`src/rtl/riscv_pkg.sv`:
```
`default_nettype none

package riscv_pkg;

  localparam int XLEN_W = 32;

  typedef logic [XLEN_W-1:0] data_t;
  typedef logic [XLEN_W-1:0] pc_t;
  typedef logic [4:0]        reg_idx_t;

  // Major opcodes handled by the integer pipe
  localparam logic [6:0] OPC_OP     = 7'b0110011;
  localparam logic [6:0] OPC_OP_IMM = 7'b0010011;
  localparam logic [6:0] OPC_LUI    = 7'b0110111;
  localparam logic [6:0] OPC_AUIPC  = 7'b0010111;

  localparam logic [6:0] F7_BASE    = 7'b0000000;
  localparam logic [6:0] F7_ALT     = 7'b0100000;  // SUB, SRA
  localparam logic [6:0] F7_MULDIV  = 7'b0000001;

  typedef struct packed {
    logic [6:0] funct7;
    reg_idx_t   rs2;
    reg_idx_t   rs1;
    logic [2:0] funct3;
    reg_idx_t   rd;
    logic [6:0] opcode;
  } r_type_t;

  typedef struct packed {
    logic [19:0] imm;
    reg_idx_t    rd;
    logic [6:0]  opcode;
  } u_type_t;

  typedef union packed {
    r_type_t r;
    u_type_t u;
  } inst_t;

endpackage

`default_nettype wire
```
`src/rtl/exec_pkg.sv`:
```
`default_nettype none

package exec_pkg;

  localparam int TAG_W      = 4;
  localparam int MUL_UNROLL = 8;   // Multiplier bits per cycle

  // ----------------------------------------------------------------------
  // Operations
  // ----------------------------------------------------------------------
  // MUL to REMU follow funct3 order
  typedef enum logic [4:0] {
    OP_ADD,
    OP_SUB,
    OP_SLL,
    OP_SLT,
    OP_SLTU,
    OP_XOR,
    OP_SRL,
    OP_SRA,
    OP_OR,
    OP_AND,
    OP_LUI,
    OP_AUIPC,
    OP_MUL,
    OP_MULH,
    OP_MULHSU,
    OP_MULHU,
    OP_DIV,
    OP_DIVU,
    OP_REM,
    OP_REMU,
    OP_NOP
  } op_t;

  typedef enum logic [1:0] {
    IMM_NONE,
    IMM_I,     // Sign-extended 12 bits
    IMM_SH     // 5-bit shift amount
  } imm_t;

  // ----------------------------------------------------------------------
  // Buses
  // ----------------------------------------------------------------------
  typedef struct packed {
    logic             valid;
    riscv_pkg::inst_t inst;
    riscv_pkg::pc_t   pc;
    logic [TAG_W-1:0] tag;
  } issue_t;

  typedef struct packed {
    logic                valid;
    riscv_pkg::reg_idx_t rd;
    riscv_pkg::data_t    data;
    logic [TAG_W-1:0]    tag;
  } wb_t;

endpackage

`default_nettype wire

```
`src/rtl/int_regfile.sv`:
```
`timescale 1ns/100ps
`default_nettype none

module int_regfile (
  input  wire logic                i_clk,
  input  wire logic                i_reset_n,
  input  wire riscv_pkg::reg_idx_t i_rd_addr1,
  input  wire riscv_pkg::reg_idx_t i_rd_addr2,
  output riscv_pkg::data_t         o_rd_data1,
  output riscv_pkg::data_t         o_rd_data2,
  input  wire exec_pkg::wb_t       i_wb
);
  import riscv_pkg::*;

  data_t r_regs [1:31];   // x0 has no storage

  function automatic data_t read_port(input reg_idx_t addr);
    if (addr == '0) begin
      return '0;
    end
    if (i_wb.valid && i_wb.rd == addr) begin
      return i_wb.data;   // Same-cycle write wins
    end
    return r_regs[addr];
  endfunction

  always_comb begin
    o_rd_data1 = read_port(i_rd_addr1);
    o_rd_data2 = read_port(i_rd_addr2);
  end

  always_ff @(posedge i_clk, negedge i_reset_n) begin
    if (!i_reset_n) begin
      for (int i = 1; i < 32; i++) begin
        r_regs[i] <= '0;
      end
    end else if (i_wb.valid && i_wb.rd != '0) begin
      r_regs[i_wb.rd] <= i_wb.data;
    end
  end

endmodule

`default_nettype wire

```
`config.mk`:
```
export PLATFORM = sky130hd
export DESIGN_NAME = int_regfile
export DESIGN_NICKNAME = d
export VERILOG_FILES = /design/src/rtl/riscv_pkg.sv /design/src/rtl/exec_pkg.sv /design/src/rtl/int_regfile.sv
export SDC_FILE = /design/constraint.sdc
export NUM_CORES = 2
export LEC_CHECK = 0
export BUFFER_PORTS_ARGS = -buffer_cell sky130_fd_sc_hd__buf_2
export CAP_MARGIN = 10
export CORE_ASPECT_RATIO = 0.7
export CORE_MARGIN = 1
export CORE_UTILIZATION = 56
export CTS_CLUSTER_SIZE = 20
export DETAILED_ROUTE_END_ITERATION = 16
export GPL_TIMING_DRIVEN = 0
export PLACE_DENSITY_LB_ADDON = 0.08
export SETUP_SLACK_MARGIN = 0.1
export SYNTH_ARGS = -nofsm -noshare
export SYNTH_HDL_FRONTEND = slang
export SYNTH_SLANG_ARGS = --single-unit
```
`constraint.sdc`:
```
create_clock -name i_clk -period 4.3 [get_ports i_clk]
set_clock_uncertainty 0.1 [all_clocks]
set_input_delay 0.86 -clock i_clk [delete_from_list [all_inputs] [get_ports i_clk]]
set_output_delay 0.86 -clock i_clk [all_outputs]
set_load 0.01 [all_outputs]
```
# ---- Yosys cells after proc, flatten, opt, wreduce, memory -nomap -nowiden
# Cells that the tools add are included.
dict set report op_classes {
  bitwise 3
  magnitude_cmp 4
  reduce_logical 7
  muxes 23
  eq_ne 2
}
# op count
set op_table {}
lappend op_table {{bitwise mux 992 bit} 1}
lappend op_table {{two-way mux 32 bit} 13}
lappend op_table {{binary-select mux 32 bit (select 5 bit)} 2}
lappend op_table {{demux 32 bit (select 5 bit)} 1}
lappend op_table {{>= comparator 6 bit (second input constant)} 3}
lappend op_table {{NOT 5 -> 6 bit} 3}
lappend op_table {{== test 5 bit} 2}
lappend op_table {{zero test 5 bit} 2}
lappend op_table {{less-than comparator 6 x 1 -> 1 bit (second input constant)} 1}
lappend op_table {{two-way mux 1 bit} 6}
lappend op_table {{nonzero test 5 bit} 1}
lappend op_table {{logical AND 1 bit} 4}
dict set report totals {
  elab_cells 70
  ff_bits 992
  output_inout_bits 64
  in_bits 54
}

# ---- Logic depth before layout (Yosys ltp)
dict set report depth {
  ltp_word 6
  mapped_depth 9
}

# ---- Least setup slack after synthesis
# No wires, ideal clock.
dict set report synth_path {
  path_type {in2out}
  from {input port i_rd_addr2[1]}
  to {output port o_rd_data2[21]}
  slack_ns 0.764
  required_time_ns 3.340
  t_arrival_ns 2.576
  stages 8
  path_cell_list {buf_2 > buf_4 > buf_4 > clkbuf_1 > mux4_2 > a221oi_1 > o31a_1 > a21oi_1}
}
dict set report synth_via {
  elab_chain_cells 6
}
# element line
set synth_lines {}
lappend synth_lines {{start, declared} int_regfile.sv:8} ;# input wire riscv_pkg::reg_idx_t i_rd_addr2,
lappend synth_lines {{NOT 5 -> 6 bit (implied by the code) or == test 5 bit (tied branches)} {int_regfile.sv:24, int_regfile.sv:21}}
lappend synth_lines {{binary-select mux 32 bit (select 5 bit) or logical AND 1 bit (tied branches)} {int_regfile.sv:24, int_regfile.sv:21}}
lappend synth_lines {{two-way mux 32 bit (implied by the code) or two-way mux 1 bit (tied branches) (2 in a row)} {int_regfile.sv:24, int_regfile.sv:21}}
lappend synth_lines {{two-way mux 32 bit} int_regfile.sv:24} ;# return r_regs[addr];
lappend synth_lines {{two-way mux 32 bit (*)} int_regfile.sv:21} ;# if (i_wb.valid && i_wb.rd == addr) begin
lappend synth_lines {{end, declared} int_regfile.sv:10} ;# output riscv_pkg::data_t o_rd_data2,
# Every way passes the cells marked *; elsewhere a longest branch is shown, timed or not. The select of a mux whose other input is x is not followed.

# ---- Final worst setup path
dict set report layout_path {
  from {input port i_rd_addr1[1]}
  to {output port o_rd_data1[15]}
}
dict set report layout_via {
  elab_chain_cells 6
}
# element line
set layout_lines {}
lappend layout_lines {{start, declared} int_regfile.sv:7} ;# input wire riscv_pkg::reg_idx_t i_rd_addr1,
lappend layout_lines {{NOT 5 -> 6 bit (implied by the code) or == test 5 bit (tied branches)} {int_regfile.sv:24, int_regfile.sv:21}}
lappend layout_lines {{binary-select mux 32 bit (select 5 bit) or logical AND 1 bit (tied branches)} {int_regfile.sv:24, int_regfile.sv:21}}
lappend layout_lines {{two-way mux 32 bit (implied by the code) or two-way mux 1 bit (tied branches) (2 in a row)} {int_regfile.sv:24, int_regfile.sv:21}}
lappend layout_lines {{two-way mux 32 bit} int_regfile.sv:24}
lappend layout_lines {{two-way mux 32 bit (*)} int_regfile.sv:21}
lappend layout_lines {{end, declared} int_regfile.sv:9} ;# output riscv_pkg::data_t o_rd_data1,
# Marked as above.

==> results.cfg <==
[cells_and_area]
nets = 3850
drive_gt1_share_pct = 55.7
final_area_sq_um = 61700
largest_reg_flops = 992
top_regs = r_regs x992
largest_register = r_regs
syn_to_final_growth_pct = 15.0

[worst_setup_path]
required_ns = 3.34
crit_buf_inv = 5
arrival_ns = 3.40
cp_max_fo = 10
slowest_stage = a2111oi_4
crit_cells = 9
criticalPathCategory = input pin to output port
startpoint_type = input pin
cp_top_family = buffers and inverters
reg2regPathDepth = 1
crit_path_max_incr_delay_ns = 0.54
crit_path_cell_trace = buf_2 > buf_8 > buf_8 > buf_4 > mux4_2 > o22ai_2 > a2111oi_4 > a21o_1 > buf_2
crit_path_end_kind = output port

[yosys]
synth-compound-area-share_pct = 5.81
synth-xor-area-share_pct = 0.163
ys_ff_latch = 992
syn_area_sq_um = 53700
synthTopCellsByArea = dfrtp_1, mux2_2, mux4_2, mux2i_1, clkbuf_1
yosysWarningCount = 0
synth_cells = 3563
synth_top_family_by_area = multiplexers
yosysTopAreaCell = dfrtp_1
yosysSeqAreaShare_pct = 46.2
synth_fp_nets = 3617
synthMuxAreaShare_pct = 42.3
netlist.area_leader.share_pct = 46.2
async_flop_share_pct = 100
synth-edff-count = 0
ys_types = 58
avgSynthCellArea_sq_um = 15.1
ys.flop_type = dfrtp_1
synth_adder_area_share_pct = 0
synth-simple-area-share_pct = 1.84

[sta]
holdWs_ns = -0.00989
grt_setup_unrepaired = true
finalSetupViolations = 5
max_freq_mhz = 229
slew_headroom_pct = 5.50
setup_slack_ns = -0.0614
tightestPinTransition_ns = 1.42
tns_ns = -0.161
period_share_pct = 101
hold_violations = 2
min_period_ns = 4.36
maxSlewViolCount = 0

[detailed_routing]
wl_per_cell_um = 44.4
vias_per_cell = 7.64
dr.pass1.iters = 6
drc_errors = 0
first_iter_violations = 6219
vias = 39206
ant_nets = 0
routed_wirelength_mm = 228

[floorplan]
dieArea_sq_um = 97100
die_w_um = 372
fp.dieH_um = 261
coreArea_sq_um = 94400
pin_count = 118
num_rows = 94
initial_core_util_pct = 56.9

[clocking]
path_clk_slew_ns = 0.07
insertion_delay_ns = 0.72
htreeDepth = 3
cts_hold_buf = 0
cts_tree = done
cts_buffers = 99
cts_buffer_depth = 3
clock_sinks = 992
clock-root-buffer = clkbuf_16

[run]
cap_violations = 0

[power]
leakage_nw = 26.5
p_per_area_nw_per_um2 = 480
peakVddDrop_uv = 482

[placement]
post-dp-hpwl_mm = 170
place.port_buffers = 100
place_area_sq_um = 56000
globalplace.congestion = 1.09

[global_routing]
grt_start_max_net_pins = 128
grt_pass1_wl_mm = 309
grt_use_total_pct = 47.2
grt_pass1_vias = 37905
grt_antenna_before_repair = 23
grt_overflow = 0

[run_status]
status = finished, violations left
violations = negative hold slack, negative setup slack

[worst_hold_path]
hold_path.class = input pin to asynchronous set/reset pin
routing by layer:
layer  wire length, um  vias up  GRT usage (%)
met4              9000       18           15.2
li1                  -    14465              -
met5               610        -           3.13
met2             88200     3253           59.8
met3             44400      613           31.8
met1             85700    20857           63.7
path summary, 6_finish.rpt:
check                                  to          start  slack, ns
max                        o_rd_data1[15]  i_rd_addr1[1]      -0.06
min                           r_regs[132]      i_reset_n      -0.01
max reg2reg                   r_regs[356]    r_regs[356]       3.32
min reg2reg                   r_regs[810]    r_regs[810]       0.43
max in group asynchronous     r_regs[539]      i_reset_n       1.63
min in group i_clk            r_regs[810]    r_regs[810]       0.43
layout by cell type, fill, tap and decap left out, types with 9 or more instances in the layout:
cell       count
buf_16        15
a21o_1        11
clkinv_2      19
a221oi_2      18
a221o_1       13
mux2_2      1055
clkbuf_4      21
mux2i_1       77
buf_12        26
buf_8         21
a211oi_1      22
o31a_1        29
dfrtp_1      992
nor3_1        10
o21ai_0       30
clkbuf_16    100
buf_1         46
a221oi_4      31
o22ai_2       14
bufinv_16     12
a22o_2        14
clkbuf_1     155
nor2b_1       35
a2111oi_2     11
buf_4         48
o22ai_1       22
nor2_1        48
buf_6         34
a221oi_1      43
a21oi_1       27
a22o_1         9
clkbuf_2      30
nand3_1        9
mux4_2       446
clkbuf_8      29
o2bb2ai_1     39
buf_2        145
nand2_1       49
repair_timing:
| item | in CTS | in global routing |
|---|---|---|
| endpoints found under the setup margin | 64 | 61 |
| gates resized for setup | 337 | 121 |
| buffers inserted | 8 | 17 |
| pin swaps | 14 | 13 |
report_power, final:
part | switching, W | total [W] | internal (W)
Combinational | 0.00381 | 0.00755 | 0.00374
Clock | 0.00406 | 0.00947 | 0.00541
Sequential | 0.00145 | 0.0126 | 0.0112
synthesized netlist by cell type, types with 2 or more instances:
master and number:
mux2_2 1055, dfrtp_1 992, mux4_2 446, clkbuf_1 192, buf_2 104, a221oi_1 81
mux2i_1 81, nor2_1 51, buf_1 50, nand2_1 50, o2bb2ai_1 39, nor2b_1 38
o22ai_1 35, o21ai_0 33, buf_4 32, a21oi_1 30, o31a_1 29, a22o_1 28
a211oi_1 26, o41ai_1 20, buf_6 15, nor3_1 14, a221o_1 13, a2111oi_2 11
a21o_1 11, a221oi_2 11, nand3_1 11, nand3b_1 6, xnor2_1 6, buf_8 5
nor3b_1 4, xor2_1 4, a22oi_1 3, and3_1 3, and3b_1 3, or2_2 3
and2_1 2, nand2b_1 2, nor3b_2 2, o211ai_1 2, or3_1 2, or4_1 2
cells by family (layout without fill, tap and decap cells):
logic type / after synthesis / after routing
AOI/OAI and AO/OA: 381 / 381
xor gates and xnor gates: 10 / 10
buffers and inverters: 401 / 716
DFF: 992 / 992
muxes: 1582 / 1582
other: 0 / 6
and+or+nand+nor: 197 / 197
per-stage QoR:
step	instances	utilization (%)	total power, W	setup WS (ns)
2_1_floorplan	3563	-	0.0166	0.764
3_3_place_gp	4911	59.0	0.0190	-17.97
3_5_place_dp	4920	59.3	0.0194	-1.74
4_1_cts	5110	64.6	0.0290	0.0175
5_1_grt	5128	65.4	0.0303	0.0183
6_report	5132	65.4	0.0296	-0.0614
layout make-up:
| cell class | count | area [sq um] |
|---|---|---|
| antenna | 6 | 15.0 |
| inverter | 1 | 3.75 |
| tap | 1248 | 1560 |
| timing repair buffer | 134 | 1030 |
| multi-input combinational | 2170 | 28000 |
| clock inverter | 45 | 603 |
| fill | 6711 | 32700 |
| clock buffer | 138 | 2880 |
| sequential | 992 | 24800 |
| buffer | 398 | 2770 |
No activity file was read; power rests on OpenSTA's default activity.
