File: src/rtl/riscv_pkg.sv
`default_nettype none

package riscv_pkg;

  localparam int XLEN_W = 32;

  typedef logic [XLEN_W-1:0] data_t;
  typedef logic [XLEN_W-1:0] pc_t;
  typedef logic [4:0]        reg_idx_t;

  // Major opcodes handled by the integer pipe
  localparam logic [6:0] OPC_OP     = 7'b0110011;
  localparam logic [6:0] OPC_OP_IMM = 7'b0010011;
  localparam logic [6:0] OPC_LUI    = 7'b0110111;
  localparam logic [6:0] OPC_AUIPC  = 7'b0010111;

  localparam logic [6:0] F7_BASE    = 7'b0000000;
  localparam logic [6:0] F7_ALT     = 7'b0100000;  // SUB, SRA
  localparam logic [6:0] F7_MULDIV  = 7'b0000001;

  typedef struct packed {
    logic [6:0] funct7;
    reg_idx_t   rs2;
    reg_idx_t   rs1;
    logic [2:0] funct3;
    reg_idx_t   rd;
    logic [6:0] opcode;
  } r_type_t;

  typedef struct packed {
    logic [19:0] imm;
    reg_idx_t    rd;
    logic [6:0]  opcode;
  } u_type_t;

  typedef union packed {
    r_type_t r;
    u_type_t u;
  } inst_t;

endpackage

`default_nettype wire
File: src/rtl/exec_pkg.sv
`default_nettype none

package exec_pkg;

  localparam int TAG_W      = 4;
  localparam int MUL_UNROLL = 8;   // Multiplier bits per cycle

  // ----------------------------------------------------------------------
  // Operations
  // ----------------------------------------------------------------------
  // MUL to REMU follow funct3 order
  typedef enum logic [4:0] {
    OP_ADD,
    OP_SUB,
    OP_SLL,
    OP_SLT,
    OP_SLTU,
    OP_XOR,
    OP_SRL,
    OP_SRA,
    OP_OR,
    OP_AND,
    OP_LUI,
    OP_AUIPC,
    OP_MUL,
    OP_MULH,
    OP_MULHSU,
    OP_MULHU,
    OP_DIV,
    OP_DIVU,
    OP_REM,
    OP_REMU,
    OP_NOP
  } op_t;

  typedef enum logic [1:0] {
    IMM_NONE,
    IMM_I,     // Sign-extended 12 bits
    IMM_SH     // 5-bit shift amount
  } imm_t;

  // ----------------------------------------------------------------------
  // Buses
  // ----------------------------------------------------------------------
  typedef struct packed {
    logic             valid;
    riscv_pkg::inst_t inst;
    riscv_pkg::pc_t   pc;
    logic [TAG_W-1:0] tag;
  } issue_t;

  typedef struct packed {
    logic                valid;
    riscv_pkg::reg_idx_t rd;
    riscv_pkg::data_t    data;
    logic [TAG_W-1:0]    tag;
  } wb_t;

endpackage

`default_nettype wire

File: src/rtl/alu_pipe.sv
`timescale 1ns/100ps
`default_nettype none

module alu_pipe (
  input  wire logic                i_clk,
  input  wire logic                i_reset_n,
  input  wire exec_pkg::issue_t    i_issue,
  output riscv_pkg::reg_idx_t      o_rs1_addr,
  output riscv_pkg::reg_idx_t      o_rs2_addr,
  input  wire riscv_pkg::data_t    i_rs1_data,
  input  wire riscv_pkg::data_t    i_rs2_data,
  input  wire exec_pkg::wb_t       i_fwd,
  output logic                     o_busy,
  output exec_pkg::wb_t            o_wb
);
  import riscv_pkg::*;
  import exec_pkg::*;

  typedef struct packed {
    op_t  op;
    imm_t imm;
  } pipe_ctrl_t;

  pipe_ctrl_t       w_ex0_ctrl;
  logic             w_ex0_md;

  issue_t           r_ex1_issue;
  pipe_ctrl_t       r_ex1_ctrl;
  logic             r_ex1_md;     // Muldiv on its way, counts as busy

  issue_t           r_ex2_issue;
  pipe_ctrl_t       r_ex2_ctrl;
  logic             r_ex2_md;
  data_t            r_ex2_rs1;
  data_t            r_ex2_rs2;    // Register or immediate
  logic             w_ex2_fwd1;
  logic             w_ex2_fwd2;
  data_t            w_ex2_op1;
  data_t            w_ex2_op2;
  data_t            w_ex2_u_imm;
  data_t            w_ex2_result;
  logic             w_ex2_alu_wr;

  logic             r_ex3_valid;
  reg_idx_t         r_ex3_rd;
  logic [TAG_W-1:0] r_ex3_tag;
  data_t            r_ex3_result;

  logic             w_md_busy;
  wb_t              w_md_wb;

  // ----------------------------------------------------------------------
  // EX0
  // ----------------------------------------------------------------------
  alu_ctrl_decoder u_decoder (
    .i_inst (i_issue.inst),
    .o_op   (w_ex0_ctrl.op),
    .o_imm  (w_ex0_ctrl.imm)
  );

  assign w_ex0_md = i_issue.valid &
                    (w_ex0_ctrl.op inside {OP_MUL, OP_MULH, OP_MULHSU, OP_MULHU,
                                           OP_DIV, OP_DIVU, OP_REM, OP_REMU});

  always_ff @(posedge i_clk, negedge i_reset_n) begin
    if (!i_reset_n) begin
      r_ex1_issue <= '0;
      r_ex1_ctrl  <= '0;
      r_ex1_md    <= 1'b0;
      r_ex2_issue <= '0;
      r_ex2_ctrl  <= '0;
      r_ex2_md    <= 1'b0;
      r_ex3_valid <= 1'b0;
    end else begin
      r_ex1_issue <= i_issue;
      r_ex1_ctrl  <= w_ex0_ctrl;
      r_ex1_md    <= w_ex0_md;
      r_ex2_issue <= r_ex1_issue;
      r_ex2_ctrl  <= r_ex1_ctrl;
      r_ex2_md    <= r_ex1_md;
      r_ex3_valid <= w_ex2_alu_wr;
    end
  end

  // ----------------------------------------------------------------------
  // EX1 register read and operand 2 select
  // ----------------------------------------------------------------------
  assign o_rs1_addr = r_ex1_issue.inst.r.rs1;
  assign o_rs2_addr = r_ex1_issue.inst.r.rs2;

  always_ff @(posedge i_clk) begin
    r_ex2_rs1 <= i_rs1_data;
    case (r_ex1_ctrl.imm)
      IMM_I:   r_ex2_rs2 <= {{(XLEN_W-12){r_ex1_issue.inst.r.funct7[6]}},
                             r_ex1_issue.inst.r.funct7, r_ex1_issue.inst.r.rs2};
      IMM_SH:  r_ex2_rs2 <= {{(XLEN_W-5){1'b0}}, r_ex1_issue.inst.r.rs2};
      default: r_ex2_rs2 <= i_rs2_data;
    endcase
    r_ex3_rd     <= r_ex2_issue.inst.r.rd;
    r_ex3_tag    <= r_ex2_issue.tag;
    r_ex3_result <= w_ex2_result;
  end

  // ----------------------------------------------------------------------
  // EX2 forward and compute
  // ----------------------------------------------------------------------
  assign w_ex2_fwd1 = i_fwd.valid & (i_fwd.rd == r_ex2_issue.inst.r.rs1) &
                      (r_ex2_issue.inst.r.rs1 != '0);
  assign w_ex2_fwd2 = i_fwd.valid & (r_ex2_ctrl.imm == IMM_NONE) &
                      (i_fwd.rd == r_ex2_issue.inst.r.rs2) & (r_ex2_issue.inst.r.rs2 != '0);
  assign w_ex2_op1  = w_ex2_fwd1 ? i_fwd.data : r_ex2_rs1;
  assign w_ex2_op2  = w_ex2_fwd2 ? i_fwd.data : r_ex2_rs2;

  assign w_ex2_u_imm  = {r_ex2_issue.inst.u.imm, 12'h000};
  assign w_ex2_alu_wr = r_ex2_issue.valid & ~r_ex2_md & (r_ex2_ctrl.op != OP_NOP) &
                        (r_ex2_issue.inst.r.rd != '0);

  always_comb begin
    case (r_ex2_ctrl.op)
      OP_ADD:   w_ex2_result = w_ex2_op1 + w_ex2_op2;
      OP_SUB:   w_ex2_result = w_ex2_op1 - w_ex2_op2;
      OP_SLL:   w_ex2_result = w_ex2_op1 << w_ex2_op2[4:0];
      OP_SLT:   w_ex2_result = {{(XLEN_W-1){1'b0}}, $signed(w_ex2_op1) < $signed(w_ex2_op2)};
      OP_SLTU:  w_ex2_result = {{(XLEN_W-1){1'b0}}, w_ex2_op1 < w_ex2_op2};
      OP_XOR:   w_ex2_result = w_ex2_op1 ^ w_ex2_op2;
      OP_SRL:   w_ex2_result = w_ex2_op1 >> w_ex2_op2[4:0];
      OP_SRA:   w_ex2_result = $signed(w_ex2_op1) >>> w_ex2_op2[4:0];
      OP_OR:    w_ex2_result = w_ex2_op1 | w_ex2_op2;
      OP_AND:   w_ex2_result = w_ex2_op1 & w_ex2_op2;
      OP_LUI:   w_ex2_result = w_ex2_u_imm;
      OP_AUIPC: w_ex2_result = r_ex2_issue.pc + w_ex2_u_imm;
      default:  w_ex2_result = '0;   // Muldiv and NOP
    endcase
  end

  muldiv_unit u_muldiv (
    .i_clk     (i_clk),
    .i_reset_n (i_reset_n),
    .i_valid   (r_ex2_md),
    .i_op      (r_ex2_ctrl.op),
    .i_rd      (r_ex2_issue.inst.r.rd),
    .i_tag     (r_ex2_issue.tag),
    .i_rs1     (w_ex2_op1),
    .i_rs2     (w_ex2_op2),
    .o_busy    (w_md_busy),
    .o_wb      (w_md_wb)
  );

  assign o_busy = w_md_busy | r_ex1_md | r_ex2_md;

  // ----------------------------------------------------------------------
  // EX3 result merge
  // ----------------------------------------------------------------------
  always_comb begin
    if (w_md_wb.valid) begin
      o_wb       = w_md_wb;
      o_wb.valid = (w_md_wb.rd != '0);
    end else begin
      o_wb.valid = r_ex3_valid;
      o_wb.rd    = r_ex3_rd;
      o_wb.data  = r_ex3_result;
      o_wb.tag   = r_ex3_tag;
    end
  end

  a_wb_exclusive: assert property (@(posedge i_clk) disable iff (!i_reset_n)
    !(w_md_wb.valid && r_ex3_valid));

endmodule

`default_nettype wire

File: src/rtl/muldiv_unit.sv
`timescale 1ns/100ps
`default_nettype none

module muldiv_unit (
  input  wire logic                       i_clk,
  input  wire logic                       i_reset_n,
  input  wire logic                       i_valid,
  input  wire exec_pkg::op_t              i_op,
  input  wire riscv_pkg::reg_idx_t        i_rd,
  input  wire logic [exec_pkg::TAG_W-1:0] i_tag,
  input  wire riscv_pkg::data_t           i_rs1,
  input  wire riscv_pkg::data_t           i_rs2,
  output logic                            o_busy,
  output exec_pkg::wb_t                   o_wb
);
  import riscv_pkg::*;
  import exec_pkg::*;

  typedef enum logic [1:0] {ST_IDLE, ST_MUL, ST_DIV, ST_DONE} state_t;

  state_t              r_state;
  logic [4:0]          r_cnt;
  op_t                 r_op;
  reg_idx_t            r_rd;
  logic [TAG_W-1:0]    r_tag;
  logic                r_neg_q;   // Product or quotient negative
  logic                r_neg_r;   // Remainder takes dividend sign
  logic [2*XLEN_W-1:0] r_acc;     // Product, or {remainder, quotient}
  logic [2*XLEN_W-1:0] r_opb;     // Shifted multiplicand, or divisor
  data_t               r_mplier;
  data_t               r_res;

  logic                w_is_mul;
  logic                w_a_neg;
  logic                w_b_neg;
  logic                w_div_zero;
  logic                w_div_ovf;
  logic                w_last;
  data_t               w_a_mag;
  data_t               w_b_mag;
  data_t               w_special;
  logic [2*XLEN_W-1:0] w_part;
  logic [2*XLEN_W-1:0] w_prod;
  logic [2*XLEN_W-1:0] w_prod_fix;
  logic [XLEN_W:0]     w_rem_sh;
  logic [XLEN_W:0]     w_trial;
  data_t               w_rem_next;
  data_t               w_quo_next;

  // ----------------------------------------------------------------------
  // Operand preparation
  // ----------------------------------------------------------------------
  assign w_is_mul   = i_op inside {OP_MUL, OP_MULH, OP_MULHSU, OP_MULHU};
  assign w_a_neg    = (i_op inside {OP_MULH, OP_MULHSU, OP_DIV, OP_REM}) & i_rs1[XLEN_W-1];
  assign w_b_neg    = (i_op inside {OP_MULH, OP_DIV, OP_REM}) & i_rs2[XLEN_W-1];
  assign w_a_mag    = w_a_neg ? -i_rs1 : i_rs1;
  assign w_b_mag    = w_b_neg ? -i_rs2 : i_rs2;
  assign w_div_zero = ~w_is_mul & (i_rs2 == '0);
  assign w_div_ovf  = (i_op inside {OP_DIV, OP_REM}) & (&i_rs2) &
                      (i_rs1 == {1'b1, {(XLEN_W-1){1'b0}}});
  assign w_special  = w_div_zero ? ((i_op inside {OP_DIV, OP_DIVU}) ? '1 : i_rs1) :
                      (i_op == OP_DIV) ? i_rs1 : '0;

  // Shift-and-add over one byte of the multiplier
  always_comb begin
    w_part = '0;
    for (int i = 0; i < MUL_UNROLL; i++) begin
      if (r_mplier[i]) begin
        w_part = w_part + (r_opb << i);
      end
    end
  end
  assign w_prod     = r_acc + w_part;
  assign w_prod_fix = r_neg_q ? -w_prod : w_prod;

  // One restoring step
  assign w_rem_sh   = {r_acc[2*XLEN_W-1:XLEN_W], r_acc[XLEN_W-1]};
  assign w_trial    = w_rem_sh - {1'b0, r_opb[XLEN_W-1:0]};
  assign w_rem_next = w_trial[XLEN_W] ? w_rem_sh[XLEN_W-1:0] : w_trial[XLEN_W-1:0];
  assign w_quo_next = {r_acc[XLEN_W-2:0], ~w_trial[XLEN_W]};

  assign w_last = (r_state == ST_MUL) ? (r_cnt == 5'(XLEN_W / MUL_UNROLL - 1)) :
                                        (r_cnt == 5'(XLEN_W - 1));

  always_ff @(posedge i_clk, negedge i_reset_n) begin
    if (!i_reset_n) begin
      r_state <= ST_IDLE;
      r_cnt   <= '0;
    end else begin
      case (r_state)
        ST_MUL, ST_DIV: begin
          r_cnt <= r_cnt + 5'd1;
          if (w_last) begin
            r_state <= ST_DONE;
          end
        end
        default: begin   // DONE lasts one cycle
          r_cnt <= '0;
          if (!i_valid) begin
            r_state <= ST_IDLE;
          end else if (w_div_zero || w_div_ovf) begin
            r_state <= ST_DONE;
          end else begin
            r_state <= w_is_mul ? ST_MUL : ST_DIV;
          end
        end
      endcase
    end
  end

  always_ff @(posedge i_clk) begin
    if (i_valid && !o_busy) begin
      r_op    <= i_op;
      r_rd    <= i_rd;
      r_tag   <= i_tag;
      r_neg_q <= w_a_neg ^ w_b_neg;
      r_neg_r <= w_a_neg;
      r_res   <= w_special;
      r_acc   <= w_is_mul ? '0 : {{XLEN_W{1'b0}}, w_a_mag};
      r_opb   <= {{XLEN_W{1'b0}}, w_is_mul ? w_a_mag : w_b_mag};
      r_mplier <= w_b_mag;
    end else if (r_state == ST_MUL) begin
      r_acc    <= w_prod;
      r_opb    <= r_opb << MUL_UNROLL;
      r_mplier <= r_mplier >> MUL_UNROLL;
      if (w_last) begin
        r_res <= (r_op == OP_MUL) ? w_prod_fix[XLEN_W-1:0] : w_prod_fix[2*XLEN_W-1:XLEN_W];
      end
    end else if (r_state == ST_DIV) begin
      r_acc <= {w_rem_next, w_quo_next};
      if (w_last) begin
        r_res <= (r_op inside {OP_DIV, OP_DIVU}) ? (r_neg_q ? -w_quo_next : w_quo_next) :
                                                   (r_neg_r ? -w_rem_next : w_rem_next);
      end
    end
  end

  assign o_busy = (r_state == ST_MUL) || (r_state == ST_DIV);

  always_comb begin
    o_wb.valid = (r_state == ST_DONE);
    o_wb.rd    = r_rd;
    o_wb.data  = r_res;
    o_wb.tag   = r_tag;
  end

  // Upstream stall must hold launches off a running operation
  a_no_launch_busy: assert property (@(posedge i_clk) disable iff (!i_reset_n)
    !(i_valid && o_busy));

endmodule

`default_nettype wire

File: src/rtl/alu_ctrl_decoder.sv
`timescale 1ns/100ps
`default_nettype none

module alu_ctrl_decoder (
  input  wire riscv_pkg::inst_t i_inst,
  output exec_pkg::op_t         o_op,
  output exec_pkg::imm_t        o_imm
);
  import riscv_pkg::*;
  import exec_pkg::*;

  logic [6:0] w_f7;
  logic [2:0] w_f3;

  assign w_f7 = i_inst.r.funct7;
  assign w_f3 = i_inst.r.funct3;

  // Shared by OP and OP-IMM
  function automatic op_t base_op(input logic [2:0] f3, input logic alt);
    case (f3)
      3'd0:    return alt ? OP_SUB : OP_ADD;
      3'd1:    return OP_SLL;
      3'd2:    return OP_SLT;
      3'd3:    return OP_SLTU;
      3'd4:    return OP_XOR;
      3'd5:    return alt ? OP_SRA : OP_SRL;
      3'd6:    return OP_OR;
      default: return OP_AND;
    endcase
  endfunction

  always_comb begin
    o_op  = OP_NOP;
    o_imm = IMM_NONE;
    if (i_inst.u.opcode == OPC_LUI) begin
      o_op = OP_LUI;
    end else if (i_inst.u.opcode == OPC_AUIPC) begin
      o_op = OP_AUIPC;
    end else if (i_inst.r.opcode == OPC_OP) begin
      if (w_f7 == F7_BASE) begin
        o_op = base_op(w_f3, 1'b0);
      end else if (w_f7 == F7_ALT && (w_f3 == 3'd0 || w_f3 == 3'd5)) begin
        o_op = base_op(w_f3, 1'b1);
      end else if (w_f7 == F7_MULDIV) begin
        o_op = op_t'(OP_MUL + w_f3);
      end
    end else if (i_inst.r.opcode == OPC_OP_IMM) begin
      if (w_f3 == 3'd1) begin
        if (w_f7 == F7_BASE) begin
          o_op  = OP_SLL;
          o_imm = IMM_SH;
        end
      end else if (w_f3 == 3'd5) begin
        if (w_f7 == F7_BASE || w_f7 == F7_ALT) begin
          o_op  = base_op(w_f3, w_f7 == F7_ALT);
          o_imm = IMM_SH;
        end
      end else begin
        o_op  = base_op(w_f3, 1'b0);   // No SUBI
        o_imm = IMM_I;
      end
    end
  end

endmodule

`default_nettype wire

File: config.mk
export PLATFORM = sky130hd
export DESIGN_NAME = alu_pipe
export DESIGN_NICKNAME = d
export VERILOG_FILES = /design/src/rtl/riscv_pkg.sv /design/src/rtl/exec_pkg.sv /design/src/rtl/alu_pipe.sv /design/src/rtl/muldiv_unit.sv /design/src/rtl/alu_ctrl_decoder.sv
export SDC_FILE = /design/constraint.sdc
export NUM_CORES = 2
export LEC_CHECK = 0
export BUFFER_PORTS_ARGS = -buffer_cell sky130_fd_sc_hd__buf_2
export CAP_MARGIN = 20
export CORE_UTILIZATION = 30
export DETAILED_ROUTE_END_ITERATION = 12
export GPL_TIMING_DRIVEN = 0
export PLACE_DENSITY = 0.47
export SYNTH_ARGS = -nofsm -noshare
export SYNTH_HDL_FRONTEND = slang
export SYNTH_SLANG_ARGS = --single-unit
File: constraint.sdc
create_clock -name i_clk -period 27.5 [get_ports i_clk]
set_clock_uncertainty 0.15 [all_clocks]
set_input_delay 2.75 -clock i_clk [delete_from_list [all_inputs] [get_ports i_clk]]
set_output_delay 2.75 -clock i_clk [all_outputs]
set_load 0.1 [all_outputs]
## Word level (Yosys, flattened, before mapping)

Index checks and enable logic that the tools add are counted.

- Equal/unequal tests: 53
- Magnitude comparators: 2
- Muxes and demuxes: 68
- $add $sub $neg: 19
- Reductions and logical operators: 29
- Shifts and indexed selects: 3
- Bitwise gates (word level): 23
- Div/mod/pow operators: 0
- Multiply operators: 0

Operators by type and width:

| kind | count |
|---|---|
| $mux 64 | 12 |
| $mux 32 | 23 |
| $add 64x64->64 | 8 |
| $pmux 32 s12 | 1 |
| $neg 32->32 | 4 |
| $eq 5x4->1 const B | 13 |
| $add 32x32->32 | 2 |
| $lt 32x32->1 | 2 |
| $neg 64->64 | 1 |
| $pmux 32 s2 | 1 |
| $mux 5 | 12 |
| $pmux 4 s7 | 2 |
| $eq 5x5->1 const B | 10 |
| $mux 42 | 1 |
| $sub 33x32->33 | 1 |
| $and 32x32->32 | 1 |
| $eq 32x32->1 const B | 1 |
| $logic_not 32->1 | 1 |
| $or 32x32->32 | 1 |
| $reduce_and 32->1 | 1 |
| $shl 32x5->32 | 1 |
| $shr 32x5->32 | 1 |
| $sshr 32x5->32 | 1 |
| $sub 32x32->32 | 1 |
| other kinds (38) | 95 |

- RAM bits: 0
- ROM bits: 0
- Bits in latches: 0
- Flip-flop bits (word level): 475
- Logic and storage cells: 229
- Memories: 0
- Output and inout bits: 53

## Longest topological paths before layout

- Depth after elaboration: 22
- Mapped depth: 107
- Mapped depth without buffers: 99

## Modules after synthesis

From an unflattened synthesis, not the netlist that was laid out.

- Cells, all modules: 8848
- Area total of the unflattened synthesis: 66591.4 um^2

By module, submodules not included:

| module | sequential area each (um^2) | cells each | area each (um^2) | times used |
|---|---|---|---|---|
| muldiv_unit | 6100.9 | 6572 | 47917.2 | 1 |
| alu_pipe | 5630.4 | 2214 | 18283.8 | 1 |
| alu_ctrl_decoder | 0.0 | 62 | 390.4 | 1 |

## Least setup slack after synthesis

Ideal clock, no wire load.

- Path kind: reg-to-reg
- From: reg u_muldiv.r_mplier[0]
- To: reg u_muldiv.r_res[31], data pin
- Period minus slack after synthesis: 18.952 ns
- Setup time: 0.272 ns
- Arrival time: 18.530 ns
- Cell stages (with the launch flop): 99
- Path buffers: 7
- Path slack: 8.548 ns
- Path through: edfxtp_1 > clkbuf_1 > clkbuf_1 > clkbuf_1 > clkbuf_1 > clkbuf_1 > nand2_1 > inv_1 > ha_1 > inv_1 > fa_1 > clkbuf_1 > nor3b_1 > o311ai_0 > a311oi_1 > o21ai_0 > a21oi_1 > a21boi_0 > [... 63 more ...] > xor2_1 > mux2_2 > ha_1 > a21oi_1 > inv_1 > a21o_1 > a21oi_1 > nor2_1 > o21ai_0 > nand2b_1 > a2111o_1 > o21ai_0 > xor2_1 > xnor2_1 > xnor3_1 > xnor3_1 > xor2_1 > o221ai_1

- Longest elaborated chain between the ends: 22

RTL lines:

| item | line | RTL |
|---|---|---|
| start: declaration | muldiv_unit.sv:30 | `data_t r_mplier;` |
| start signal: assignment | muldiv_unit.sv:121 | `r_mplier <= w_b_mag;` |
| start signal: assignment | muldiv_unit.sv:125 | `r_mplier <= r_mplier >> MUL_UNROLL;` |
| $mux 64 * | muldiv_unit.sv:68 | `if (r_mplier[i]) begin` |
| $add 64x64->64 | muldiv_unit.sv:69 | `w_part = w_part + (r_opb << i);` |
| $mux 64 * | muldiv_unit.sv:68 |  |
| $add 64x64->64 | muldiv_unit.sv:69 |  |
| $mux 64 * | muldiv_unit.sv:68 |  |
| $add 64x64->64 | muldiv_unit.sv:69 |  |
| $mux 64 * | muldiv_unit.sv:68 |  |
| $add 64x64->64 | muldiv_unit.sv:69 |  |
| [... 6 more ...] | -- |  |
| $mux 64 * | muldiv_unit.sv:68 |  |
| $add 64x64->64 * | muldiv_unit.sv:73 | `assign w_prod = r_acc + w_part;` |
| $neg 64->64 | muldiv_unit.sv:74 | `assign w_prod_fix = r_neg_q ? -w_prod : w_prod;` |
| $mux 64 * | muldiv_unit.sv:74 |  |
| $mux 32 * | muldiv_unit.sv:127 | `r_res <= (r_op == OP_MUL) ? w_prod_fix[XLEN_W-1:0] : w_prod_fix[2*XLEN_W-1:XLEN_W];` |
| $mux 32 * | muldiv_unit.sv:126 | `if (w_last) begin` |
| $mux 32 * | muldiv_unit.sv:122 | `end else if (r_state == ST_MUL) begin` |
| $mux 32 * | muldiv_unit.sv:112 | `if (i_valid && !o_busy) begin` |
| end signal: assignment | muldiv_unit.sv:118 | `r_res <= w_special;` |
| end signal: assignment | muldiv_unit.sv:127 |  |
| end signal: assignment | muldiv_unit.sv:132 | `r_res <= (r_op inside {OP_DIV, OP_DIVU}) ? (r_neg_q ? -w_quo_next : w_quo_next) :` |
| end: declaration | muldiv_unit.sv:31 | `data_t r_res;` |

Mark *: on every way between the ends. The rest lies on a longest branch, timed or not. The select of a mux whose other input is x is not followed.
A chain may end at the register's enable or synchronous reset.

## Worst setup path after layout

- From: reg u_muldiv.r_mplier[0]
- To: reg u_muldiv.r_res[26], data pin

Same word-level chain as after synthesis.

==> flow_summary.toml <==
[outcome]
status = "completed"

[synth]
synth-async-reset-ratio_pct = 32.1
synth_cell_types = 104
synth_warnings = 0
synth_simple_gate_area_share_pct = 19.3
synth_compound_area_share_pct = 29.5
synth_edf_count = 176
yosys_register_bits = 461
synth.area.mux_share_pct = 7.61
avgSynthCellArea_um2 = 7.50
synthXorXnorAreaFrac_pct = 8.15
syn_inst = 8772
synth_seq_area_share_pct = 17.8
synth_fp_nets = 9613
synth-main-ff-cell = "edfxtp_1"
synth_fa_ha_area_share_pct = 12.8
synthesis.area_um2 = 65800
synth_top_family_by_area = "compound AO/OA/AOI/OAI gates"

[critical_path]
cp_slowest_cell = "o31ai_1"
worst_r2r_endpoint = "u_muldiv.r_res[26]"
cp.arrival_ps = 26300
critPathMaxFanout = 10
r2r_slack_ps = 1430
cp.required_ps = 27730
critPathKind = "reg2reg"
slowest_delay_ps = 870
regToRegStartpoint = "u_muldiv.r_mplier[0]"
startpoint_type = "flop"
cp-end-kind = "flop"
worstRegToRegCells = 99

[timing]
worst_slew_pin_slew_ps = 1260
relSlewSlack_pct = 15.2
finalCritPeriodShare_pct = 94.8
fin_ws_ps = 1430
fmax_ghz = 0.0384
finalHoldWorstSlack_ps = 195
hold_viol = 0
setup_viol = 0
slew_viol_final = 0
min_period_ps = 26070
rsz0062_at_grt = "no"

[finish]
layout_common_cells = "899 x nand2_1, 864 x a21oi_1, 742 x nor2_1"
n_fill_cell = 23500
postLayoutCoreUtil_pct = 33.8
area_growth_syn_to_layout_pct = 11.6
final_net_count = 9971
layout_commonest_cell = "nand2_1"
drive_above_1_share_pct = 8.04

[global_routing]
grt_pass1_vias = 68800
grt_antenna_before_repair = 25
grt_pass1_wl_mm = 527
gr-usage-all-layers_pct = 33.0
grt_max_degree = 97
grt-ovfl-total = 0

[floorplan]
core_um2 = 218000
die_y_um = 470
die_w_um = 470
die_area_um2 = 221000
ios = 230
num_rows = 171
start_util_pct = 30.2

[power]
power_density_nw_per_um2 = 66.1
ir_worst_vdd_v = 0.000247
combPwrFrac_pct = 70.1
p_seq_share_pct = 15.1
p_leak_uw = 0.0292
clockPowerShare_pct = 14.8
p_switching_uw = 2650
internal-power_uw = 2210
p_sw_share_pct = 54.5

[placement]
port_buffers = 225
dp_hpwl_mm = 315
finalWeightedCongestion = 1.04
post-place-ws_ps = 917

[job]
drv_cap = 0

[clocking]
cts-root-buf = "clkbuf_16"
cts_buffers = 53
htreeDepth = 2
cts_hold_buf = 0
clockBufferDepth = 3
path_clk_slew_ps = 60
worst_skew_pair.late_latency_ps = 730
cts.sinks = 461
cts_tree = "done"

[routing]
drt_pass1_iterations = 7
wl_per_cell_um = 31.7
drtIter0Drc = 8203
ant_nets = 0
vias = 73500
wirelength_mm = 382
routed_via_density = 6.10
drc_errors = 0

[worst_hold_path]
min_path_cells = 0
hold_end = "r_ex2_issue[46]"
hp-class = "reg2reg"
worstHoldStart = "r_ex1_issue[46]"
synth_stat cells, drive strengths merged, types with 43 or more instances:
cell    count  area share [%]
a211oi    131             1.5
a21boi     43            0.49
a21o      302             3.4
a21oi     865             6.6
a221oi     53            0.71
a31oi      94            0.89
and2       91            0.86
and3       85            0.81
buf        57            0.40
clkbuf    375             2.1
dfrtp     148             5.6
dfxtp     137             4.2
edfxtp    176             8.0
ha        652              12
inv       384             2.2
mux2      212             3.6
mux2i     262             4.0
nand2     899             5.1
nand2b     98            0.93
nand3     173             1.3
nand4      97            0.92
nor2      742             4.2
nor2b      90            0.87
nor3      162             1.2
nor4       44            0.43
o211ai     98             1.1
o21a      104             1.2
o21ai     657             5.0
o21bai    125             1.4
o22ai      57            0.56
o31ai      88             1.0
or3        88            0.84
xnor2     399             5.3
xor2      208             2.8
registers in the layout, indices dropped and copies added (netlist names), 32 cells and up:
register           count
r_ex2_issue           62
u_muldiv.r_acc        64
r_ex3_result          32
u_muldiv.r_opb        64
r_ex2_rs2             32
r_ex2_rs1             32
u_muldiv.r_res        32
r_ex1_issue           52
u_muldiv.r_mplier     32
critical path: cells and delay by family (launching register included):
family | cells | cell delay, ps
multiplexers | 2 | 600
flip-flops | 1 | 410
XOR/XNOR | 6 | 1140
AND/OR/NAND/NOR | 32 | 6050
AO/OA/AOI/OAI | 36 | 10560
adder cells (fa/ha/maj) | 9 | 2850
buffers and inverters | 14 | 3960
cell type report:
| class | count | area (um2) | share of cell area, % |
|---|---|---|---|
| Clock inverter | 27 | 219 | 0.298 |
| Sequential cell | 461 | 11700 | 16.0 |
| Clock buffer | 72 | 1520 | 2.07 |
| Inverter | 395 | 1480 | 2.02 |
| Antenna cell | 21 | 52.6 | 0.0715 |
| Buffer | 432 | 1680 | 2.29 |
| Multi-Input combinational cell | 7484 | 51000 | 69.4 |
| Timing Repair Buffer | 303 | 2230 | 3.03 |
| Tap cell | 2854 | 3570 | 4.86 |
how the worst max path moves through the flow:
stage | endpoint | start | slack [ps] | depth (start not counted)
CTS | u_muldiv.r_res[31] | u_muldiv.r_mplier[0] | 840 | 103
floorplan | u_muldiv.r_res[31] | u_muldiv.r_mplier[0] | 8550 | 98
finish | u_muldiv.r_res[26] | u_muldiv.r_mplier[0] | 1430 | 99
detailed placement | u_muldiv.r_res[31] | u_muldiv.r_mplier[0] | 920 | 103
global route | u_muldiv.r_res[26] | u_muldiv.r_mplier[0] | 120 | 100
global placement | u_muldiv.r_res[26] | u_muldiv.r_mplier[0] | -230 | 98
per-layer routing:
| layer | up-vias | part of all wire [%] | GRT usage, % |
|---|---|---|---|
| li1 | 33200 | - | - |
| met1 | 35800 | 41 | 41.9 |
| met2 | 3687 | 44 | 52.1 |
| met3 | 832 | 7.3 | 4.69 |
| met4 | 12 | 7.5 | 21.3 |
| met5 | - | 0.016 | 0 |
power by group through the flow:
stage               registers (uW)  clock network [uW]  logic [uW]
global route                   735                 756        3550
finish                         735                 719        3400
CTS                            734                 733        3260
detailed placement             748                   0        3230
floorplan                      741                   0        2020
global placement               749                   0        3210
stage by stage:
step	cell area (um2)	TNS, ps	power, uW	std cells
after floorplan	65800	0	2760	8772
after global placement	70500	-340	3960	11900
after detailed placement	71500	0	3980	11900
after CTS	73300	0	4730	12000
after global routing	73400	0	5040	12000
final	73500	0	4860	12000
what timing repair did:
action | in CTS | in global routing
endpoints found under the setup margin | 0 | 11
setup buffers | 0 | 0
gates resized for setup | 0 | 9
cell families after synthesis:
kind of cell               count (synthesis)
muxes                                    474
and+or+nand+nor                         2716
AOI/OAI and AO/OA                       3021
xor gates and xnor gates                 609
DFF                                      461
adders and majority gates                664
buffers and inverters                    827
No activity file was read; power rests on OpenSTA's default activity.
